`config.mk`:
```
export PLATFORM = sky130hd
export DESIGN_NAME = tcp_ack_top
export DESIGN_NICKNAME = d
export VERILOG_FILES = /design/src/common/tcp_ack_pkg.sv /design/src/tcp_ack_top.sv /design/src/tcp_ack/tcp_ack_tx.sv /design/src/tcp_ack/tcp_ack_ctrl.sv /design/src/tcp_rx_parser.sv
export VERILOG_INCLUDE_DIRS = /design/src /design/src/common
export SDC_FILE = /design/constraint.sdc
export NUM_CORES = 1
export LEC_CHECK = 0
export ABC_AREA = 0
export CAP_MARGIN = 5
export CORE_AREA = 10 10 166 168
export DETAILED_ROUTE_END_ITERATION = 16
export DIE_AREA = 0 0 176 178
export DONT_BUFFER_PORTS = 1
export GPL_TIMING_DRIVEN = 0
export PLACE_DENSITY = 0.77
export SLEW_MARGIN = 40
export SYNTH_ARGS = -nofsm -noshare
export SYNTH_HDL_FRONTEND = slang
export SYNTH_SLANG_ARGS = --single-unit
```
`constraint.sdc`:
```
create_clock -name clk -period 7.25 [get_ports clk]
set_input_delay 0.725 -clock clk [delete_from_list [all_inputs] [get_ports clk]]
set_output_delay 0.725 -clock clk [all_outputs]
set_load 0.01 [all_outputs]
```
`src/common/tcp_ack_config.svh`:
```
`ifndef TCP_ACK_CONFIG_SVH
`define TCP_ACK_CONFIG_SVH

//////////////////////////////////////////////////////////
// ack policy
//////////////////////////////////////////////////////////

// idle cycles after the last unacked segment before a pure ack goes out
`define TCP_ACK_TIMEOUT 1250

// unacked segments that force an ack without waiting for the timer
`define TCP_ACK_FORCE_PKTS 5

//////////////////////////////////////////////////////////
// header format
//////////////////////////////////////////////////////////

// bytes in a tcp header without options
`define TCP_HDR_BYTES 20

`endif
```
`src/common/tcp_ack_pkg.sv`:
```
package tcp_ack_pkg;

  //////////////////////////////////////////////////////////
  // basic header field types
  //////////////////////////////////////////////////////////

  typedef logic [31:0] tcp_num_t;  // sequence or ack number
  typedef logic [15:0] tcp_port_t; // tcp port
  typedef logic [15:0] tcp_win_t;  // advertised window

  // flag bit positions inside the 9-bit flags field
  // ns cwr ece urg ack psh rst syn fin, ns is the msb
  localparam int tcp_flag_ack = 4;

  //////////////////////////////////////////////////////////
  // header bytes 12..15
  //////////////////////////////////////////////////////////

  typedef struct packed {
    logic [3:0] data_ofs; // header length in 32-bit words
    logic [2:0] rsvd;     // always zero on transmit
    logic [8:0] flags;    // ns..fin
    tcp_win_t   win;      // window
  } tcp_ctl_fields_t;

  // same 32 bits seen as a byte-shifted word or as decoded fields
  // the parser fills it through raw, the transmitter builds it through fld
  typedef union packed {
    logic [31:0]     raw;
    tcp_ctl_fields_t fld;
  } tcp_ctl_word_u;

  //////////////////////////////////////////////////////////
  // per-segment metadata from the parser
  //////////////////////////////////////////////////////////

  typedef struct packed {
    logic        val;     // one-cycle pulse per segment
    tcp_num_t    seq;     // remote sequence number of the segment
    logic [15:0] pld_len; // payload bytes, header excluded
  } tcp_rx_meta_t;

  //////////////////////////////////////////////////////////
  // connection control block
  //////////////////////////////////////////////////////////

  typedef struct packed {
    tcp_port_t loc_port; // our port
    tcp_port_t rem_port; // peer port
    tcp_num_t  loc_seq;  // next local sequence number
    tcp_num_t  loc_ack;  // last ack the peer has seen from us
    tcp_win_t  win;      // window to advertise
  } tcb_t;

  // connection status, driven from outside as a level
  typedef enum logic {
    tcp_closed,
    tcp_connected
  } tcp_stat_t;

endpackage

```
`src/tcp_ack_top.sv`:
```
module tcp_ack_top (
  input  logic                  clk,
  input  logic                  rst,
  // incoming segment bytes
  input  logic [7:0]            rx_byte,
  input  logic                  rx_val,
  input  logic                  rx_sof,
  input  logic                  rx_eof,
  input  logic [15:0]           rx_len,
  // connection
  input  tcp_ack_pkg::tcb_t     tcb,
  input  logic                  init,
  input  tcp_ack_pkg::tcp_stat_t status,
  output tcp_ack_pkg::tcp_num_t loc_ack,
  // pure ack header out
  output logic [7:0]            tx_byte,
  output logic                  tx_val,
  output logic                  tx_sof,
  output logic                  tx_eof
);

  import tcp_ack_pkg::*;

  tcp_rx_meta_t rx_meta;   // parser to controller
  logic         seg_start;
  logic         send;      // controller to tx, level
  logic         sent;      // tx back to controller, pulse

  ////////////////////////////////////////////////////////////
  // rx parse, ack decision, header tx
  ////////////////////////////////////////////////////////////

  tcp_rx_parser u_parser (
    .clk       (clk),
    .rst       (rst),
    .rx_byte   (rx_byte),
    .rx_val    (rx_val),
    .rx_sof    (rx_sof),
    .rx_eof    (rx_eof),
    .rx_len    (rx_len),
    .rx_meta   (rx_meta),
    .seg_start (seg_start)
  );

  tcp_ack_ctrl u_ctrl (
    .clk       (clk),
    .rst       (rst),
    .rx_meta   (rx_meta),
    .seg_start (seg_start),
    .status    (status),
    .tcb       (tcb),
    .init      (init),
    .loc_ack   (loc_ack),
    .send      (send),
    .sent      (sent)
  );

  tcp_ack_tx u_tx (
    .clk       (clk),
    .rst       (rst),
    .tcb       (tcb),
    .loc_ack   (loc_ack),
    .send      (send),
    .sent      (sent),
    .tx_byte   (tx_byte),
    .tx_val    (tx_val),
    .tx_sof    (tx_sof),
    .tx_eof    (tx_eof)
  );

endmodule

```
`src/tcp_ack/tcp_ack_tx.sv`:
```
`include "tcp_ack_config.svh"

module tcp_ack_tx (
  input  logic                  clk,
  input  logic                  rst,
  input  tcp_ack_pkg::tcb_t     tcb,
  input  tcp_ack_pkg::tcp_num_t loc_ack,
  input  logic                  send,
  output logic                  sent,
  output logic [7:0]            tx_byte,
  output logic                  tx_val,
  output logic                  tx_sof,
  output logic                  tx_eof
);

  import tcp_ack_pkg::*;

  localparam int hdr_bytes = `TCP_HDR_BYTES;
  localparam int hdr_w = hdr_bytes * 8;
  localparam int idx_w = $clog2(hdr_bytes);

  tcp_ctl_word_u    ctl;      // offset, flags, window for this ack
  logic [hdr_w-1:0] hdr_sr;   // header snapshot, msb byte goes first
  logic [idx_w-1:0] idx;      // byte now on tx_byte
  logic             busy;
  logic             start;
  logic             last;

  ////////////////////////////////////////////////////////////
  // control word, built through the field view
  ////////////////////////////////////////////////////////////

  always_comb begin
    ctl.fld.data_ofs = 4'd5;  // no options
    ctl.fld.rsvd     = 3'd0;
    ctl.fld.flags    = 9'd0;
    ctl.fld.flags[tcp_flag_ack] = 1'b1; // pure ack
    ctl.fld.win      = tcb.win;
  end

  assign start = send && !busy;
  assign last  = (idx == idx_w'(hdr_bytes - 1));

  ////////////////////////////////////////////////////////////
  // sequencing
  ////////////////////////////////////////////////////////////

  always_ff @(posedge clk) begin
    if (rst) begin
      busy <= 1'b0;
      idx  <= '0;
    end else if (start) begin
      busy <= 1'b1;
      idx  <= '0;
    end else if (busy) begin
      busy <= !last; // idle again after byte 20
      idx  <= idx + 1'b1;
    end
  end

  // snapshot on start, then shift a byte out per cycle
  always_ff @(posedge clk) begin
    if (start) begin
      hdr_sr <= {tcb.loc_port, tcb.rem_port, tcb.loc_seq, loc_ack,
                 ctl.raw, 16'h0000, 16'h0000}; // checksum, urgent
    end else if (busy) begin
      hdr_sr <= {hdr_sr[hdr_w-9:0], 8'h00};
    end
  end

  ////////////////////////////////////////////////////////////
  // byte stream
  ////////////////////////////////////////////////////////////

  assign tx_byte = hdr_sr[hdr_w-1 -: 8];
  assign tx_val  = busy;
  assign tx_sof  = busy && (idx == '0);
  assign tx_eof  = busy && last;
  assign sent    = tx_eof; // tells the controller to drop send

endmodule

```
`src/tcp_ack/tcp_ack_ctrl.sv`:
```
`include "tcp_ack_config.svh"

module tcp_ack_ctrl (
  input  logic                      clk,
  input  logic                      rst,
  input  tcp_ack_pkg::tcp_rx_meta_t rx_meta,
  input  logic                      seg_start,
  input  tcp_ack_pkg::tcp_stat_t    status,
  input  tcp_ack_pkg::tcb_t         tcb,
  input  logic                      init,
  output tcp_ack_pkg::tcp_num_t     loc_ack,
  output logic                      send,
  input  logic                      sent
);

  import tcp_ack_pkg::*;

  localparam int timeout = `TCP_ACK_TIMEOUT;
  localparam int force_pkts = `TCP_ACK_FORCE_PKTS;
  localparam int tmr_w = $clog2(timeout + 1);
  localparam int cnt_w = $clog2(force_pkts + 1);

  tcp_num_t   seg_end;     // first sequence number past the segment
  tcp_num_t   diff;        // seg_end - loc_ack, mod 2^32
  logic       ahead;       // seg_end is newer than loc_ack
  logic       connected;
  logic       acked;       // peer already has loc_ack, nothing owed
  logic [tmr_w-1:0] timer;
  logic [cnt_w-1:0] unacked;
  logic       timeout_ack;
  logic       pkts_ack;

  ////////////////////////////////////////////////////////////
  // local ack number
  ////////////////////////////////////////////////////////////

  assign seg_end = rx_meta.seq + {16'd0, rx_meta.pld_len};
  assign diff    = seg_end - loc_ack;
  // serial order: nonzero distance less than half the space
  assign ahead   = (diff != '0) && !diff[31];

  always_ff @(posedge clk) begin
    if (rst) begin
      loc_ack <= '0;
    end else if (init) begin
      loc_ack <= tcb.loc_ack;                 // start from the tcb
    end else if (rx_meta.val && ahead) begin
      loc_ack <= seg_end;                     // older or repeated data leaves it alone
    end
  end

  assign connected = (status == tcp_connected);
  assign acked     = connected && (loc_ack == tcb.loc_ack);

  ////////////////////////////////////////////////////////////
  // unacked segment counter
  ////////////////////////////////////////////////////////////

  always_ff @(posedge clk) begin
    if (rst) begin
      unacked <= '0;
    end else if (!connected || acked || send) begin
      unacked <= '0; // nothing owed, or an ack is already on its way
    end else if (seg_start && !pkts_ack) begin
      unacked <= unacked + 1'b1; // holds at the limit
    end
  end

  assign pkts_ack = (unacked == cnt_w'(force_pkts));

  ////////////////////////////////////////////////////////////
  // ack timer
  ////////////////////////////////////////////////////////////

  always_ff @(posedge clk) begin
    if (rst) begin
      timer <= '0;
    end else if (!connected || acked) begin
      timer <= '0;
    end else if (rx_meta.val && (seg_end != loc_ack)) begin
      timer <= '0;                                   // fresh data, wait again
    end else if (timer != tmr_w'(timeout)) begin
      timer <= timer + 1'b1;                         // parks at timeout
    end
  end

  // fires once per idle period, the parked value does not match
  assign timeout_ack = (timer == tmr_w'(timeout - 1));

  ////////////////////////////////////////////////////////////
  // send request
  ////////////////////////////////////////////////////////////

  always_ff @(posedge clk) begin
    if (rst) begin
      send <= 1'b0;
    end else if (timeout_ack || pkts_ack) begin
      send <= 1'b1;
    end else if (sent) begin
      send <= 1'b0; // drop the level once the header is out
    end
  end

endmodule

```
`src/tcp_rx_parser.sv`:
```
module tcp_rx_parser (
  input  logic                       clk,
  input  logic                       rst,
  input  logic [7:0]                 rx_byte,
  input  logic                       rx_val,
  input  logic                       rx_sof,
  input  logic                       rx_eof,
  input  logic [15:0]                rx_len,
  output tcp_ack_pkg::tcp_rx_meta_t  rx_meta,
  output logic                       seg_start
);

  import tcp_ack_pkg::*;

  logic [4:0]    cnt;      // index of the next byte, saturates at 31
  logic [4:0]    idx;      // index of the byte on rx_byte now
  tcp_num_t      seq_sr;   // bytes 4..7 shift in here
  tcp_ctl_word_u ctl_sr;   // bytes 12..15 shift in here
  logic [15:0]   len_lat;  // segment length, captured with sof
  logic [15:0]   hdr_len;  // data offset in bytes

  logic          meta_val;
  tcp_num_t      meta_seq;
  logic [15:0]   meta_len;

  ////////////////////////////////////////////////////////////
  // byte position
  ////////////////////////////////////////////////////////////

  // sof always restarts at byte 0, even if the last segment was cut short
  assign idx = rx_sof ? 5'd0 : cnt;

  always_ff @(posedge clk) begin
    if (rst) begin
      cnt <= 5'd0;
    end else if (rx_val && (idx != 5'h1f)) begin
      cnt <= idx + 5'd1; // stops at 31, only bytes below 16 matter
    end
  end

  ////////////////////////////////////////////////////////////
  // header field capture
  ////////////////////////////////////////////////////////////

  always_ff @(posedge clk) begin
    if (rx_val) begin
      if (rx_sof) len_lat <= rx_len;
      // sequence number, network order so msb first
      if ((idx >= 5'd4) && (idx <= 5'd7)) begin
        seq_sr <= {seq_sr[23:0], rx_byte};
      end
      // offset, flags and window as one raw word
      if ((idx >= 5'd12) && (idx <= 5'd15)) begin
        ctl_sr.raw <= {ctl_sr.raw[23:0], rx_byte};
      end
    end
  end

  // data offset counts 32-bit words
  assign hdr_len = {10'd0, ctl_sr.fld.data_ofs, 2'b00};

  ////////////////////////////////////////////////////////////
  // metadata out
  ////////////////////////////////////////////////////////////

  always_ff @(posedge clk) begin
    if (rst) begin
      meta_val  <= 1'b0;
      seg_start <= 1'b0;
    end else begin
      meta_val  <= rx_val & rx_eof; // one cycle after the last byte
      seg_start <= rx_val & rx_sof; // one cycle after the first byte
    end
  end

  // segments are at least 20 bytes so bytes 4..15 are in by eof
  always_ff @(posedge clk) begin
    if (rx_val && rx_eof) begin
      meta_seq <= seq_sr;
      meta_len <= len_lat - hdr_len; // payload only
    end
  end

  assign rx_meta = '{val: meta_val, seq: meta_seq, pld_len: meta_len};

endmodule

```
### Word level (Yosys, flattened, before mapping)

Cells that the tools add are included.

| storage, ports and cells | value |
|---|---|
| register bits | 316 |
| bits of input ports | 143 |
| output and inout bits | 43 |
| logic and storage cells | 76 |

| cells by class | value |
|---|---|
| add/subtract/negate cells | 7 |
| $lt $le $gt $ge | 4 |
| equality and inequality tests | 7 |
| muxes and demuxes | 9 |
| bitwise operators | 2 |
| reductions and logical operators | 31 |

Operator list:

| operator | number |
|---|---|
| $mux W160 | 2 |
| $mux W32 | 2 |
| $add A32 B16 Y32 | 1 |
| $eq A32 B32 Y1 | 1 |
| $ne A32 B32 Y1 | 1 |
| $reduce_bool A32 Y1 | 1 |
| $sub A32 B32 Y32 | 1 |
| $sub A16 B6 Y16 | 1 |
| $logic_and A1 B1 Y1 | 12 |
| $add A11 B1 Y11 const B | 1 |
| $eq A11 B11 Y1 const B | 1 |
| $ne A11 B11 Y1 const B | 1 |
| $add A5 B1 Y5 const B | 2 |
| $reduce_and A2 Y1 | 3 |
| $reduce_bool A2 Y1 | 3 |
| $eq A5 B5 Y1 const B | 1 |
| $ge A5 B3 Y1 const B | 1 |
| $ge A5 B4 Y1 const B | 1 |
| $le A5 B3 Y1 const B | 1 |
| $le A5 B4 Y1 const B | 1 |
| $logic_not A1 Y1 | 5 |
| $logic_not A5 Y1 | 1 |
| $mux W5 | 1 |
| $ne A5 B5 Y1 const B | 1 |
| 7 further kinds | 14 |

### Depth between registers and ports, before layout

| depth | value |
|---|---|
| depth in word-level cells | 7 |
| gate-level depth with buffers | 25 |
| depth with buffers taken out | 22 |

### Cells and area by module

From an unflattened synthesis, not the netlist that was laid out.

| second synthesis, totals | value |
|---|---|
| cells, all modules | 1416 |
| area, all modules | 15638.7 sq um |

By module, submodules not included:

| module | instances | cells each | area each (sq um) | seq. area each (sq um) |
|---|---|---|---|---|
| tcp_ack_ctrl | 1 | 852 | 6127.1 | 940.9 |
| tcp_ack_tx | 1 | 357 | 5410.2 | 3803.6 |
| tcp_rx_parser | 1 | 207 | 4101.4 | 3503.4 |

### Worst setup path before layout

OpenSTA, ideal clock, no wires.

| path | value |
|---|---|
| kind | reg-to-reg |
| start | register u_parser.meta_len[0] |
| end | register u_ctrl.loc_ack[19] |
| library setup time | 0.122 ns |
| arrival | 5.083 ns |
| data required time | 7.128 ns |
| slack | 2.045 ns |
| stages on the path, launching flop included | 25 |
| buffers on the path | 3 |
| clock period less this slack | 5.205 ns |
| cell sequence | edfxtp_1 ha_1 fa_1 a21o_1 a21oi_1 o21ai_0 a21bo_2 a41o_1 a21boi_0 o21ai_1 xor2_1 ha_1 buf_2 a21oi_1 o21ai_1 a2111oi_2 a21oi_1 a21boi_2 o32ai_1 nor4_1 and4_1 buf_2 nor2_1 buf_6 a311o_1 |

| between the ends | value |
|---|---|
| longest elaborated chain between the ends | 6 |
| elaborated cells between the ends (all ways) | 9 |
| those cells by class | add/sub (2); mux (2); reduce/logical (5) |

RTL lines:

| item | line | text |
|---|---|---|
| start, declared | tcp_rx_parser.sv:24 | `logic [15:0] meta_len;` |
| start signal, assigned | tcp_rx_parser.sv:80 | `meta_len <= len_lat - hdr_len;` |
| $add A32 B16 Y32 * | tcp_ack_ctrl.sv:37 | `assign seg_end = rx_meta.seq + {16'd0, rx_meta.pld_len};` |
| $sub A32 B32 Y32 | tcp_ack_ctrl.sv:38 | `assign diff = seg_end - loc_ack;` |
| $reduce_bool A32 Y1 or $logic_not A1 Y1 (tied branches) | tcp_ack_ctrl.sv:40 | `assign ahead = (diff != '0) && !diff[31];` |
| $logic_and A1 B1 Y1 | tcp_ack_ctrl.sv:40 |  |
| $logic_and A1 B1 Y1 | tcp_ack_ctrl.sv:47 | `end else if (rx_meta.val && ahead) begin` |
| $reduce_bool A2 Y1 (no line) | n/a |  |
| end signal, assigned | tcp_ack_ctrl.sv:46 | `loc_ack <= tcb.loc_ack;` |
| end signal, assigned | tcp_ack_ctrl.sv:48 | `loc_ack <= seg_end;` |
| end, declared | tcp_ack_ctrl.sv:11 | `output tcp_ack_pkg::tcp_num_t loc_ack,` |

Every way passes the cells marked *; elsewhere a longest branch is shown, timed or not. The select of a mux whose other input is x is not followed.
A chain may end at the register's enable or synchronous reset.

### Final worst setup path

| path | value |
|---|---|
| start | register u_parser.meta_seq[0] |
| end | register u_ctrl.loc_ack[22] |

| between the ends | value |
|---|---|
| longest elaborated chain between the ends | 6 |
| elaborated cells between the ends (all ways) | 9 |
| those cells by class | add/sub (2); mux (2); reduce/logical (5) |

RTL lines:

| item | line | text |
|---|---|---|
| start, declared | tcp_rx_parser.sv:23 | `tcp_num_t meta_seq;` |
| start signal, assigned | tcp_rx_parser.sv:79 | `meta_seq <= seq_sr;` |
| $add A32 B16 Y32 * | tcp_ack_ctrl.sv:37 |  |
| $sub A32 B32 Y32 | tcp_ack_ctrl.sv:38 |  |
| $reduce_bool A32 Y1 or $logic_not A1 Y1 (tied branches) | tcp_ack_ctrl.sv:40 |  |
| $logic_and A1 B1 Y1 | tcp_ack_ctrl.sv:40 |  |
| $logic_and A1 B1 Y1 | tcp_ack_ctrl.sv:47 |  |
| $reduce_bool A2 Y1 (no line) | n/a |  |

Marks and branches as above.

==> results.json <==
{
  "crit_fanout": 10,
  "nets": 1577,
  "grt_pass1_wl_mm": 61.03,
  "place_congestion": 0.9526,
  "clock_power_share": 0.386,
  "cts_sinks": 300,
  "synth_top_cell_area_share": 0.4408,
  "setup_tns_ns": 0,
  "multi_input_area_mm2": 0.006416,
  "cpPeakStageDelay_ns": 0.53,
  "overflow": 0,
  "swShare": 0.2563,
  "dp_hpwl_mm": 31.52,
  "start_kind": "flop",
  "ys_warn_count": 0,
  "fin_crit_sh": 0.9566,
  "maxSlewHeadroom": 0.4742,
  "tightest_slew_ns": 0.7886,
  "drtPass1Iterations": 6,
  "synth_edf_count": 224,
  "drive_above_1_share": 0.07394,
  "antenna_left": 0,
  "cts_tree": "done",
  "antenna_cells": 0,
  "postSynthAreaPerCell_um2": 11.47,
  "vias": 11090,
  "synth.most_common_cell": "edfxtp_1",
  "coreArea_mm2": 0.02411,
  "grt_max_degree": 66,
  "cts_root_buf": "clkbuf_16",
  "comb_power_share": 0.140,
  "clockBufferDepth": 3,
  "routedWlPerCell_um": 24.02,
  "grt_use_total": 0.2505,
  "worst_skew_pair.late_latency_ns": 0.56,
  "wl_mm": 41.24,
  "reg2reg_to": "u_ctrl.loc_ack[22]",
  "maxSlewViolCount": 0,
  "clock_skew_ns": 0.03000,
  "cts-resized-gates": 0,
  "rsz0062_at_grt": "no",
  "design_area_mm2": 0.01679,
  "cp-startpoint": "u_parser.meta_seq[0]",
  "htree_levels": 1,
  "drtIter0Drc": 1095,
  "worst_ep_arrival_time_ns": 7.36,
  "die_w_um": 176,
  "status": "finished clean",
  "cts_setup_buffers": 0,
  "fin_hold_ws_ns": 0.2591,
  "hold_path_class": "in -> reg",
  "drcViolationCount": 0,
  "yosys.area.top_type": "edfxtp_1",
  "power_density_mw_per_mm2": 244.6,
  "n_fill_cell": 1799,
  "endpoint": "u_ctrl.loc_ack[22]",
  "layout.area.seq_mm2": 0.008248,
  "grt_pass1_vias": 10560,
  "hold_viol_final": 0,
  "vias_per_cell": 6.459,
  "cap_violations": 0,
  "netlist_area_mm2": 0.01526,
  "syn_nets": 1538,
  "cp-end-kind": "flop",
  "p_sw_w": 0.001052,
  "finalSetupViolCount": 0,
  "seqPwrFrac": 0.474,
  "cp_top_family": "compound AO/OA/AOI/OAI gates",
  "ys_seq_area_frac": 0.5405,
  "netlist_top_cells_area": "edfxtp_1, dfxtp_1, a22o_1",
  "yosys-top-cells-count": "edfxtp_1, a22o_1, nand2_1, nor2_1, xnor2_1",
  "cp_num_buf_inv": 3,
  "ios": 186,
  "path_class": "reg -> reg",
  "reg2reg_slack_ns": 0.31,
  "peakVddDrop_v": 0.0003183,
  "cts_hold_buf": 0,
  "area_delta_synth_final_pct": 10.03,
  "synthFlopType": "edfxtp_1",
  "final_util": 0.6965,
  "numCtsBuffers": 30,
  "crit_required_ns": 7.67,
  "internal-power_w": 0.003054,
  "num_rows": 57,
  "antenna_found_initial": 1,
  "async_flop_share": 0,
  "rr_startpoint": "u_parser.meta_seq[0]",
  "die_area_mm2": 0.03133,
  "path_clk_slew_ns": 0.06,
  "dpl_cell_area_mm2": 0.01576,
  "path_depth": 25,
  "port_buffers": 0,
  "synth_cells": 1330,
  "start_util": 0.6330,
  "synth-seq-cells": 300,
  "fin_crit_ns": 6.935,
  "finalPower_w": 0.004106,
  "timing.fmax_ghz": 0.1442,
  "p_leak_nw": 5.892,
  "rr_worst_depth": 25,
  "die_y_um": 178,
  "worst_path_max_delay_cell": "nor3b_1",
  "yosysUniqueCellTypes": 75
}
[logic make-up (layout without fill, tap and decap cells)]
group	after synthesis	after routing	synth area share
muxes	11	11	0.007462
adders and majority gates	65	65	0.05478
DFF	300	300	0.5405
AOI/OAI and AO/OA	357	357	0.1820
buffers and inverters	142	205	0.03961
xor gates and xnor gates	105	105	0.06027
and+or+nand+nor	350	350	0.1154
[flip-flops by register name, indices dropped and copies added, names as in the netlist, 3 cells and up]
| register | count |
|---|---|
| u_parser.meta_seq | 32 |
| u_parser.cnt | 5 |
| u_parser.len_lat | 16 |
| u_tx.idx | 5 |
| u_parser.seq_sr | 32 |
| u_ctrl.unacked | 3 |
| u_parser.ctl_sr | 16 |
| u_tx.hdr_sr | 128 |
| u_ctrl.timer | 11 |
| u_parser.meta_len | 16 |
| u_ctrl.loc_ack | 32 |
[cell usage in the layout (no fill, tap or decap), types with 10 or more instances in the layout]
| master | netlist | layout |
|---|---|---|
| nand4_1 | 28 | 28 |
| buf_4 | 8 | 11 |
| buf_2 | 9 | 11 |
| clkbuf_16 | 0 | 30 |
| nor2_1 | 81 | 80 |
| and3_1 | 13 | 13 |
| nand3_1 | 41 | 41 |
| dfxtp_1 | 76 | 76 |
| edfxtp_1 | 224 | 224 |
| nor2b_1 | 10 | 10 |
| xnor2_1 | 79 | 79 |
| a21oi_1 | 40 | 40 |
| a311oi_1 | 14 | 14 |
| nor3_1 | 25 | 25 |
| ha_1 | 62 | 62 |
| nand2b_1 | 14 | 14 |
| inv_1 | 61 | 60 |
| a22o_1 | 114 | 114 |
| o21ai_0 | 52 | 52 |
| a21o_1 | 21 | 21 |
| and2_1 | 14 | 13 |
| nand2_1 | 81 | 81 |
| clkbuf_1 | 53 | 60 |
| xor2_1 | 26 | 26 |
[area by class of cell]
type	count	share of cell area
repair buffers	7	0.004770
well taps	324	0.02415
clock inverters	15	0.01163
multi-input cells	888	0.3822
inverters	62	0.01431
flip-flops and latches	300	0.4913
clock buffers	41	0.04956
plain buffers	80	0.02213
[power groups by stage]
stage          sequential [W]  clock (W)  combinational, W
3_3_place_gp          0.00198          0          0.000548
4_1_cts               0.00195    0.00161          0.000560
3_5_place_dp          0.00198          0          0.000556
5_1_grt               0.00195    0.00167          0.000626
6_report              0.00195    0.00158          0.000573
2_1_floorplan         0.00195          0          0.000427
[layer usage]
layer  global-route usage  share of wire  vias to the layer above
met5                    0        0.00048                        -
met4              0.06464          0.028                        2
met3              0.07082           0.10                       84
met2               0.4053           0.47                      504
met1               0.3265           0.41                     5372
li1                     -              -                     5128
[stage by stage]
step,std cells,worst slack [ns]
after detailed placement,1661,0.5729
final,1717,0.3145
after CTS,1717,0.4730
after floorplan,1330,2.045
after global placement,1654,0.5776
after global routing,1717,0.04738
[worst register-to-register path, stage by stage (launching register included)]
cell	delay, ns
edfxtp_1	0.42
ha_1	0.23
fa_1	0.41
a21o_1	0.18
a21oi_1	0.22
o21ai_0	0.15
a21bo_2	0.26
a41o_1	0.29
a21boi_0	0.20
o21ai_1	0.21
nand3_1	0.17
xnor2_1	0.20
ha_1	0.35
clkbuf_1	0.30
and4_1	0.38
nand4_1	0.18
nor3b_1	0.53
o31ai_1	0.21
o21ai_0	0.30
mux2i_1	0.15
a211oi_1	0.31
and4_1	0.29
buf_2	0.23
nor2_1	0.14
buf_6	0.18
a311o_1	0.32
[worst min path at each step]
| stage | cells past startpoint | to | start |
|---|---|---|---|
| after detailed placement | 0 | u_parser.meta_seq[28] | u_parser.seq_sr[28] |
| after floorplan | 0 | u_parser.ctl_sr[12] | u_parser.ctl_sr[4] |
| after global routing | 0 | u_parser.len_lat[5] | rx_len[5] |
| after global placement | 0 | u_parser.meta_seq[29] | u_parser.seq_sr[29] |
| final | 0 | u_parser.len_lat[9] | rx_len[9] |
| after CTS | 0 | u_parser.len_lat[5] | rx_len[5] |
(Power assumes the default switching activity.)
